`src/include/ps2Kbd_defs.svh`:
```
`ifndef PS2KBD_DEFS_SVH
`define PS2KBD_DEFS_SVH

// start, eight data bits, parity, stop
`define PS2_FRAME_BITS 11

// flops on the keyboard clock before edge detection
`define PS2_SYNC_DEPTH 3

// set 2 scan codes with special meaning
`define SC_BREAK  8'hF0
`define SC_LSHIFT 8'h12
`define SC_LCTRL  8'h14
`define SC_CAPS   8'h58

`endif

```
`src/logic/ps2KbdPkg.sv`:
```
package ps2KbdPkg;

	// raw byte from the keyboard
	typedef logic [7:0] scanCodeT;

	typedef logic [7:0] asciiT;

	// wraps at 256
	typedef logic [7:0] keyCountT;

endpackage

```
`src/logic/asciiMap.sv`:
```
`timescale 1ns/1ps

module asciiMap import ps2KbdPkg::*; (
	input logic clk,
	input logic rstN,
	input logic upper,
	input scanCodeT curKey,
	output asciiT asciiKey
);

	asciiT lowerCh;
	asciiT nextCh;

	// set 2 codes, lower case form
	always_comb begin
		case (curKey)
			8'h1C: lowerCh = "a";
			8'h32: lowerCh = "b";
			8'h21: lowerCh = "c";
			8'h23: lowerCh = "d";
			8'h24: lowerCh = "e";
			8'h2B: lowerCh = "f";
			8'h34: lowerCh = "g";
			8'h33: lowerCh = "h";
			8'h43: lowerCh = "i";
			8'h3B: lowerCh = "j";
			8'h42: lowerCh = "k";
			8'h4B: lowerCh = "l";
			8'h3A: lowerCh = "m";
			8'h31: lowerCh = "n";
			8'h44: lowerCh = "o";
			8'h4D: lowerCh = "p";
			8'h15: lowerCh = "q";
			8'h2D: lowerCh = "r";
			8'h1B: lowerCh = "s";
			8'h2C: lowerCh = "t";
			8'h3C: lowerCh = "u";
			8'h2A: lowerCh = "v";
			8'h1D: lowerCh = "w";
			8'h22: lowerCh = "x";
			8'h35: lowerCh = "y";
			8'h1A: lowerCh = "z";
			8'h45: lowerCh = "0";
			8'h16: lowerCh = "1";
			8'h1E: lowerCh = "2";
			8'h26: lowerCh = "3";
			8'h25: lowerCh = "4";
			8'h2E: lowerCh = "5";
			8'h36: lowerCh = "6";
			8'h3D: lowerCh = "7";
			8'h3E: lowerCh = "8";
			8'h46: lowerCh = "9";
			8'h29: lowerCh = 8'h20; // space
			8'h5A: lowerCh = 8'h0D; // enter
			8'h66: lowerCh = 8'h08; // backspace
			default: lowerCh = 8'h00;
		endcase
	end

	// only letters have a case, digits pass as they are
	assign nextCh = (upper && lowerCh >= "a" && lowerCh <= "z") ? lowerCh - 8'h20 : lowerCh;

	always_ff @(posedge clk or negedge rstN) begin
		if (!rstN) begin
			asciiKey <= '0;
		end else begin
			asciiKey <= nextCh;
		end
	end

endmodule

```
`src/logic/keyTracker.sv`:
```
`timescale 1ns/1ps
`include "ps2Kbd_defs.svh"

module keyTracker import ps2KbdPkg::*; (
	input logic clk,
	input logic rstN,
	input scanCodeT scanCode,
	input logic codeValid,
	output keyCountT keyCount,
	output scanCodeT curKey,
	output logic flagShift,
	output logic flagCtrl,
	output logic flagCaps,
	output logic keyDown
);

	typedef enum logic {
		StMake,
		StBreak // F0 seen, next code is a release
	} trkStateT;

	trkStateT state;
	logic isBreak;
	logic isShift;
	logic isCtrl;
	logic isCaps;
	logic newMake;

	assign isBreak = (scanCode == `SC_BREAK);
	assign isShift = (scanCode == `SC_LSHIFT);
	assign isCtrl = (scanCode == `SC_LCTRL);
	assign isCaps = (scanCode == `SC_CAPS);

	// curKey holds the last make code, zero once released
	assign newMake = (scanCode != curKey);

	always_ff @(posedge clk or negedge rstN) begin
		if (!rstN) begin
			state <= StMake;
			keyCount <= '0;
			curKey <= '0;
			flagShift <= 1'b0;
			flagCtrl <= 1'b0;
			flagCaps <= 1'b0;
			keyDown <= 1'b0;
		end else if (codeValid) begin
			if (isBreak) begin
				state <= StBreak;
			end else begin
				case (state)
					StBreak: begin
						state <= StMake;
						curKey <= '0;
						if (isShift) begin
							flagShift <= 1'b0;
						end else if (isCtrl) begin
							flagCtrl <= 1'b0;
						end else begin
							keyDown <= 1'b0;
						end
					end
					default: begin
						// typematic repeats carry the same code
						if (newMake) begin
							keyCount <= keyCount + keyCountT'(1);
							curKey <= scanCode;
							if (isShift) begin
								flagShift <= 1'b1;
							end else if (isCtrl) begin
								flagCtrl <= 1'b1;
							end else if (isCaps) begin
								flagCaps <= ~flagCaps; // toggles per press
							end else begin
								keyDown <= 1'b1;
							end
						end
					end
				endcase
			end
		end
	end

	// counter only moves on a received code
	assert property (@(posedge clk) disable iff (!rstN)
		$changed(keyCount) |-> $past(codeValid));

endmodule

```
`src/logic/ps2Kbd.sv`:
```
`timescale 1ns/1ps

module ps2Kbd import ps2KbdPkg::*; (
	input logic clk,
	input logic rstN,
	input logic ps2Clk, // async to clk
	input logic ps2Data,
	output keyCountT keyCount,
	output scanCodeT curKey,
	output asciiT asciiKey,
	output logic flagShift,
	output logic flagCtrl,
	output logic flagCaps,
	output logic keyDown
);

	scanCodeT scanCode;
	logic codeValid;

	ps2Rx u_ps2Rx (
		.clk(clk),
		.rstN(rstN),
		.ps2Clk(ps2Clk),
		.ps2Data(ps2Data),
		.scanCode(scanCode),
		.codeValid(codeValid)
	);

	keyTracker u_keyTracker (
		.clk(clk),
		.rstN(rstN),
		.scanCode(scanCode),
		.codeValid(codeValid),
		.keyCount(keyCount),
		.curKey(curKey),
		.flagShift(flagShift),
		.flagCtrl(flagCtrl),
		.flagCaps(flagCaps),
		.keyDown(keyDown)
	);

	// either shift or caps lock selects upper case
	asciiMap u_asciiMap (
		.clk(clk),
		.rstN(rstN),
		.upper(flagShift | flagCaps),
		.curKey(curKey),
		.asciiKey(asciiKey)
	);

endmodule

```
`src/logic/ps2Rx.sv`:
```
`timescale 1ns/1ps
`include "ps2Kbd_defs.svh"

module ps2Rx import ps2KbdPkg::*; (
	input logic clk,
	input logic rstN,
	input logic ps2Clk,
	input logic ps2Data,
	output scanCodeT scanCode,
	output logic codeValid
);

	localparam int BitCntW = $clog2(`PS2_FRAME_BITS);

	logic [`PS2_SYNC_DEPTH-1:0] clkSync;
	logic [`PS2_SYNC_DEPTH-2:0] dataSync; // one stage short, lines up with clkSync
	logic [BitCntW-1:0] bitCnt;
	logic [`PS2_FRAME_BITS-2:0] frameBuf; // start, data, parity
	logic fallEdge;
	logic dataBit;
	logic lastBit;
	logic badStart;
	logic frameOk;

	// both lines idle high
	always_ff @(posedge clk or negedge rstN) begin
		if (!rstN) begin
			clkSync <= '1;
			dataSync <= '1;
		end else begin
			clkSync <= {clkSync[`PS2_SYNC_DEPTH-2:0], ps2Clk};
			dataSync <= {dataSync[`PS2_SYNC_DEPTH-3:0], ps2Data};
		end
	end

	assign fallEdge = clkSync[`PS2_SYNC_DEPTH-1] & ~clkSync[`PS2_SYNC_DEPTH-2];
	assign dataBit = dataSync[`PS2_SYNC_DEPTH-2];
	assign lastBit = (bitCnt == BitCntW'(`PS2_FRAME_BITS - 1));
	assign badStart = (bitCnt == '0) && dataBit; // start bit must be low

	// start low, stop high, odd parity over data plus parity bit
	assign frameOk = !frameBuf[0] && dataBit && (^frameBuf[`PS2_FRAME_BITS-2:1]);

	always_ff @(posedge clk or negedge rstN) begin
		if (!rstN) begin
			bitCnt <= '0;
			codeValid <= 1'b0;
		end else begin
			codeValid <= 1'b0;
			if (fallEdge) begin
				if (lastBit) begin
					bitCnt <= '0; // good or bad, start over
					codeValid <= frameOk;
				end else if (!badStart) begin
					bitCnt <= bitCnt + 1'b1;
				end
			end
		end
	end

	// lsb first, so shift in from the top
	always_ff @(posedge clk) begin
		if (fallEdge && !lastBit) begin
			frameBuf <= {dataBit, frameBuf[`PS2_FRAME_BITS-2:1]};
		end
		if (fallEdge && lastBit && frameOk) begin
			scanCode <= frameBuf[8:1];
		end
	end

	// strobe is a single pulse per frame
	assert property (@(posedge clk) disable iff (!rstN)
		codeValid |=> !codeValid);

	assert property (@(posedge clk) disable iff (!rstN)
		codeValid |-> !$isunknown(scanCode));

endmodule

```
`config.mk`:
```
export PLATFORM = sky130hd
export DESIGN_NAME = ps2Kbd
export DESIGN_NICKNAME = d
export VERILOG_FILES = /design/src/logic/ps2KbdPkg.sv /design/src/logic/asciiMap.sv /design/src/logic/keyTracker.sv /design/src/logic/ps2Kbd.sv /design/src/logic/ps2Rx.sv
export VERILOG_INCLUDE_DIRS = /design/src /design/src/include
export SDC_FILE = /design/constraint.sdc
export NUM_CORES = 1
export LEC_CHECK = 0
export BUFFER_PORTS_ARGS = -buffer_cell sky130_fd_sc_hd__buf_4
export CAP_MARGIN = 15
export CORE_ASPECT_RATIO = 0.6
export CORE_UTILIZATION = 50
export DETAILED_ROUTE_END_ITERATION = 12
export PLACE_DENSITY_LB_ADDON = 0.2
export REMOVE_ABC_BUFFERS = 1
export SLEW_MARGIN = 20
export SYNTH_ARGS = -nofsm -noshare
export SYNTH_HDL_FRONTEND = slang
export SYNTH_SLANG_ARGS = --single-unit
export TNS_END_PERCENT = 100
```
`constraint.sdc`:
```
create_clock -name clk -period 2.5 [get_ports clk]
set_input_delay 0.125 -clock clk [delete_from_list [all_inputs] [get_ports clk]]
set_output_delay 0.125 -clock clk [all_outputs]
set_load 0.005 [all_outputs]
```
# --- Word level (Yosys, flattened, before mapping) ---
# Memory sizes are Yosys's and may differ from the RTL's.
# Cells that the tools add are included.
word_totals:
  reg_bits: 57
  latch_bits: 0
  mem_bits_rw: 0
  romBits: 896
  in_bits: 4
  elab_cells: 82
  mem_count: 1
mem_list:
  columns: ["memory", "depth", "word_bits", "read_ports", "rd_clocked_by_memory_dff", "write_ports", "line", "source"]
  rows:
  - ["(no name shown)", 128, 7, 1, 0, 0, "asciiMap.sv:16", "case (curKey)"]
classes:
  addsub: 3
  mul: 0
  div: 0
  magnitude_cmp: 2
  n_eq_ne: 8
  shifts: 0
  mux: 26
  n_bitwise: 8
  n_reduce_logical: 20
ops:
  columns: ["op", "count"]
  rows:
  - ["$mux W8", 4]
  - ["$mux W1", 20]
  - ["$eq A8 B5 Y1 const B", 2]
  - ["$reduce_xor A9 Y1", 1]
  - ["$add A8 B1 Y8 const B", 1]
  - ["$eq A8 B7 Y1 const B", 1]
  - ["$eq A8 B8 Y1 const B", 1]
  - ["$ge A8 B7 Y1 const B", 1]
  - ["$le A8 B7 Y1 const B", 1]
  - ["$logic_and A1 B1 Y1", 8]
  - ["$mux W4", 2]
  - ["$ne A8 B8 Y1", 1]
  - ["$reduce_and A4 Y1", 2]
  - ["$sub A8 B6 Y8 const B", 1]
  - ["$reduce_and A7 Y1", 1]
  - ["$not A1 Y1", 6]
  - ["$reduce_and A6 Y1", 1]
  - ["$reduce_and A5 Y1", 1]
  - ["$add A4 B1 Y4 const B", 1]
  - ["$eq A4 B4 Y1 const B", 1]
  - ["$logic_not A4 Y1", 1]
  - ["$ne A2 B1 Y1 const B", 2]
  - ["$reduce_and A3 Y1", 1]
  - ["$logic_not A1 Y1", 2]
  - ["other kinds (4)", 4]

# --- Longest topological paths before layout ---
depth:
  depth_word: 6
  depth_mapped: 14
  mapped_depth_nobuf: 13

# --- Hierarchy ---
# Synthesis repeated with hierarchy kept, for this count alone.
hier_totals:
  cells_unflattened: 318
  hier_area_um2: 3354.5
by_module_without_submodules:
  columns: ["module", "instances", "cells_per_inst", "area_per_inst_um2"]
  rows:
  - ["keyTracker", 1, 116, 1172.4]
  - ["asciiMap", 1, 143, 1158.6]
  - ["ps2Rx", 1, 58, 1017.2]
  - ["ps2Kbd", 1, 1, 6.3]

# --- Worst setup path before layout ---
# OpenSTA, ideal clock, no wires.
synth_timing:
  path_kind: "flip-flop to flip-flop"
  start: "register u_keyTracker.curKey[0]"
  end: "register u_asciiMap.asciiKey[7]"
  setup_time_ns: 0.120
  arrival_time_ns: 2.344
  required_time_ns: 2.380
  setup_slack_ns: 0.036
  path_stages_with_launch: 10
  path_buffers: 0
  period_less_slack_ns: 2.464
  cell_sequence: "dfrtp_1 inv_1 ha_1 nor2b_1 o31ai_2 o21bai_2 a32oi_1 a221o_1 o32a_1 and4_1"
synth_via:
  elab_chain_len: 6
  elab_cells_between_ends: 8
  cone_classes: "1 x add/sub; 2 x order compare; 2 x mux; 2 x reduce/logical; 1 x memory"
synth_lines:
  columns: ["element", "line", "source"]
  rows:
  - ["start, declared", "keyTracker.sv:10", "output scanCodeT curKey,"]
  - ["start signal, assigned", "keyTracker.sv:66", "curKey <= scanCode;"]
  - ["$mem_v2 Z128 W7 (*)", null, null]
  - ["$mux W8 (*)", "asciiMap.sv:16", null]
  - ["$ge A8 B7 Y1", "asciiMap.sv:61", "assign nextCh = (upper && lowerCh >= \"a\" && lowerCh <= \"z\") ? lowerCh - 8'h20 : lowerCh;"]
  - ["$logic_and A1 B1 Y1 (2 in series)", "asciiMap.sv:61", null]
  - ["$mux W8 (*)", "asciiMap.sv:61", null]
  - ["net u_asciiMap.nextCh[7]", "asciiMap.sv:12", "asciiT nextCh;"]
  - ["end signal, assigned", "asciiMap.sv:67", "asciiKey <= nextCh;"]
  - ["end, declared", "asciiMap.sv:8", "output asciiT asciiKey"]
# The timed path passes the listed nets; every way through them passes the cells marked *.
# A chain may end at the register's enable or synchronous reset.

# --- Worst setup path after layout ---
layout_timing:
  start: "register u_keyTracker.curKey[0]"
  end: "register u_asciiMap.asciiKey[7]"
layout_via:
  elab_chain_len: 6
  elab_cells_between_ends: 8
  cone_classes: "1 x add/sub; 2 x order compare; 2 x mux; 2 x reduce/logical; 1 x memory"
layout_lines:
  columns: ["element", "line", "source"]
  rows:
  - ["$mem_v2 Z128 W7 (*)", null, null]
  - ["$mux W8 (*)", "asciiMap.sv:16", null]
  - ["net u_asciiMap.lowerCh[1]", "asciiMap.sv:11", "asciiT lowerCh;"]
  - ["$ge A8 B7 Y1", "asciiMap.sv:61", null]
  - ["$logic_and A1 B1 Y1 (2 in series)", "asciiMap.sv:61", null]
  - ["$mux W8 (*)", "asciiMap.sv:61", null]
  - ["net u_asciiMap.nextCh[7]", "asciiMap.sv:12", null]
# Marked as above.

==> run summary <==
Placer Congestion: 0.867
Routed WL: 7.45 mm
Worst path top cell family by delay: simple AND/OR/NAND/NOR gates
CTS H-Tree Depth: 3
Die H: 63.9 um
maxcap violations: 0
Synth Instances: 288
synth cell count leaders: dfrtp_1, nor2_1, xnor2_1
via count: 2480
post-synthesis sequential area ratio: 0.478
Worst Path Arrival: 2660 ps
CTS Buffer Depth: 2
Tcrit/Tclk final: 0.979
setup violators final: 0
Area Overhead vs Synth: 26.3%
R2R Path Start: u_keyTracker.curKey[0]
Post-route DRC: 0
outcome: completed
GR Util All Layers: 0.242
GRT overflow: 0
Reg2Reg Setup Slack: 50 ps
Post-Syn Area: 3190 um^2
Peak VDD IR: 0.407 mV
leakage: 1.71 nW
Synth area leader: dfrtp_1
ys async rst share: 0.684
core region area: 6140 um^2
initial antenna violation count: 0
Final min period: 2450 ps
unique cell type count in the Yosys netlist: 73
vias per inst: 5.64
top-area cell type share of the netlist area: 0.267
IO Count: 32
Num CTS Buffers: 9
share of cells above drive strength 1: 0.360
CP peak stage delay: 410 ps
most common cell in the netlist: dfrtp_1
WS Path Type: reg -> reg
WP buf/inv: 1
Nets: 364
DP Wirelength: 5.35 mm
GR Layer Usage met1: 0.383
drt pass-1 iters: 5
Post-synth EDFFs: 18
Crit Path Max Fanout: 5
CP startpoint kind: register
clk slew on worst S/H paths: 70 ps
RR Endpoint: u_asciiMap.asciiKey[7]
largest net degree at the start of global routing: 40
die area: 6710 um^2
ranking of synthesized cells by area: dfrtp_1, edfxtp_1, xnor2_1, dfstp_2, ha_1
min-delay worst type: in -> async
Skew-Pair Late Insertion Delay: 330 ps
RSZ-0062 raised after global routing: yes
Setup crit end kind: register
Most Used Layer, Global Route: met1
vias in the first global route: 2322
input/output buffers: 31
Layout Skew: 8.20 ps
Antenna Cells: 0
Mapped Avg Cell Area: 11.1 um^2
worst path required time: 2710 ps
Core Util, Final: 0.656
antenna viol nets, final: 0
Main synth FF type: dfrtp_1
Clock Sinks: 57
met2 Use GR: 0.303
max-slew violation count: 0
width of the chip: 105 um
Clock Root Buffer: clkbuf_8
flop and latch count out of synthesis: 57
first-pass GRT wire length: 12.3 mm
worst path cell trace: buf_6 -> ha_4 -> and2b_4 -> or3b_1 -> nand4_1 -> o32ai_2 -> a221o_1 -> o32a_1 -> and4_1
Max-slew headroom: 0.628
max frequency: 0.409 GHz
pwr/cell area: 755 nW/um^2
CP max stage cell: dfrtp_1
Iter 0 DRT Violations: 200
Setup TNS Final: 0 ps
row count: 22
final hold vios: 0
Worst Tran Pin Value: 558 ps
M3 GR Usage: 0.0878
YS warnings: 0
initial core utilization: 0.519
DR WL/cell: 16.9 um
CTS tree: yes
cells on worst reg2reg path: 9
[worst max-delay path by stage]
stage,start,end,slack (ps),depth (start not counted)
floorplan,u_keyTracker.curKey[0],u_asciiMap.asciiKey[7],0.7,9
global placement,u_keyTracker.curKey[0],u_asciiMap.asciiKey[7],50,9
detailed placement,u_keyTracker.curKey[0],u_asciiMap.asciiKey[7],-20,9
CTS,u_keyTracker.curKey[0],u_asciiMap.asciiKey[5],7,9
global route,u_keyTracker.curKey[0],u_asciiMap.asciiKey[7],-30,9
finish,u_keyTracker.curKey[0],u_asciiMap.asciiKey[7],50,9
[power by group]
| part | internal (mW) | total [mW] | switching (mW) | leakage, nW |
|---|---|---|---|---|
| clock network | 0.558 | 0.938 | 0.380 | 0.0991 |
| logic | 0.440 | 0.882 | 0.443 | 0.932 |
| registers | 1.07 | 1.22 | 0.146 | 0.680 |
[flip-flops by register name, indices dropped and copies added, names as in the netlist]
signal	count
u_keyTracker.keyCount	8
u_keyTracker.flagCaps	1
u_keyTracker.curKey	8
u_ps2Rx.clkSync	3
u_keyTracker.flagCtrl	1
u_keyTracker.flagShift	1
u_asciiMap.asciiKey	8
u_ps2Rx.scanCode	8
u_ps2Rx.bitCnt	4
u_keyTracker.keyDown	1
u_ps2Rx.dataSync	2
u_keyTracker.state	1
u_ps2Rx.frameBuf	10
u_ps2Rx.codeValid	1
[stage by stage]
step | hold WS [ps] | cells | setup slack (ps) | cell area [um^2] | power (mW)
2_1_floorplan | -171 | 273 | 0.687 | 3040 | 1.67
3_3_place_gp | 126 | 418 | 46.6 | 3640 | 2.01
5_1_grt | 333 | 440 | -27.7 | 4030 | 3.19
4_1_cts | 302 | 437 | 7.25 | 3910 | 2.98
6_report | 293 | 440 | 52.1 | 4030 | 3.04
3_5_place_dp | 127 | 418 | -24.8 | 3640 | 2.02
[area by class of cell]
type | count | area, um^2
Fill cell | 485 | 2110
Sequential cell | 57 | 1530
Multi-Input combinational cell | 205 | 1580
Clock buffer | 9 | 124
Tap cell | 84 | 105
Timing Repair Buffer | 67 | 556
Inverter | 11 | 41.3
Clock inverter | 7 | 95.1
[metal layers]
layer | vias up | part of all wire
met5 | - | 0
met4 | 0 | 0.0076
met3 | 7 | 0.095
met2 | 94 | 0.38
met1 | 1202 | 0.52
li1 | 1177 | -
[layout by cell type (no fill, tap or decap), types with 3 or more instances in the layout]
cell type | Yosys | layout
a21oi_2 | 2 | 4
o21a_1 | 3 | 3
a221oi_2 | 1 | 3
nor2_1 | 25 | 24
xor2_1 | 4 | 4
dfrtp_1 | 34 | 32
inv_1 | 10 | 8
a22o_1 | 8 | 8
clkinvlp_4 | 0 | 3
nand4b_1 | 3 | 3
nand4_1 | 8 | 8
a21oi_1 | 15 | 13
buf_4 | 2 | 59
xnor2_1 | 23 | 23
ha_1 | 9 | 5
edfxtp_1 | 18 | 18
buf_12 | 0 | 3
clkbuf_8 | 2 | 9
mux2i_1 | 3 | 3
nor3_2 | 2 | 3
nor2b_1 | 7 | 7
nor3_1 | 7 | 6
inv_2 | 1 | 3
dlygate4sd3_1 | 0 | 3
dfstp_2 | 5 | 5
o21ai_0 | 11 | 11
nand2_1 | 13 | 11
nand2b_1 | 3 | 3
[what timing repair did]
action | in CTS | in global routing
setup endpoints to repair | 1 | 3
cloned | 0 | 0
endpoints found under the hold margin | 36 | 0
buffers inserted | 0 | 3
gates resized for setup | 5 | 22
hold buffers | 3 | 0
pin swaps | 3 | 12
[logic make-up (layout without fill, tap and decap cells)]
| kind of cell | after synthesis | in the layout | share of synthesized area |
|---|---|---|---|
| AO/OA/AOI/OAI | 70 | 70 | 0.167 |
| AND/OR/NAND/NOR | 94 | 94 | 0.171 |
| multiplexers | 5 | 5 | 0.0165 |
| buffers and inverters | 26 | 94 | 0.0585 |
| XOR/XNOR | 27 | 27 | 0.0742 |
| adder cells (fa/ha/maj) | 9 | 9 | 0.0353 |
| flip-flops | 57 | 57 | 0.478 |
Power figures use the tool's default switching activity.
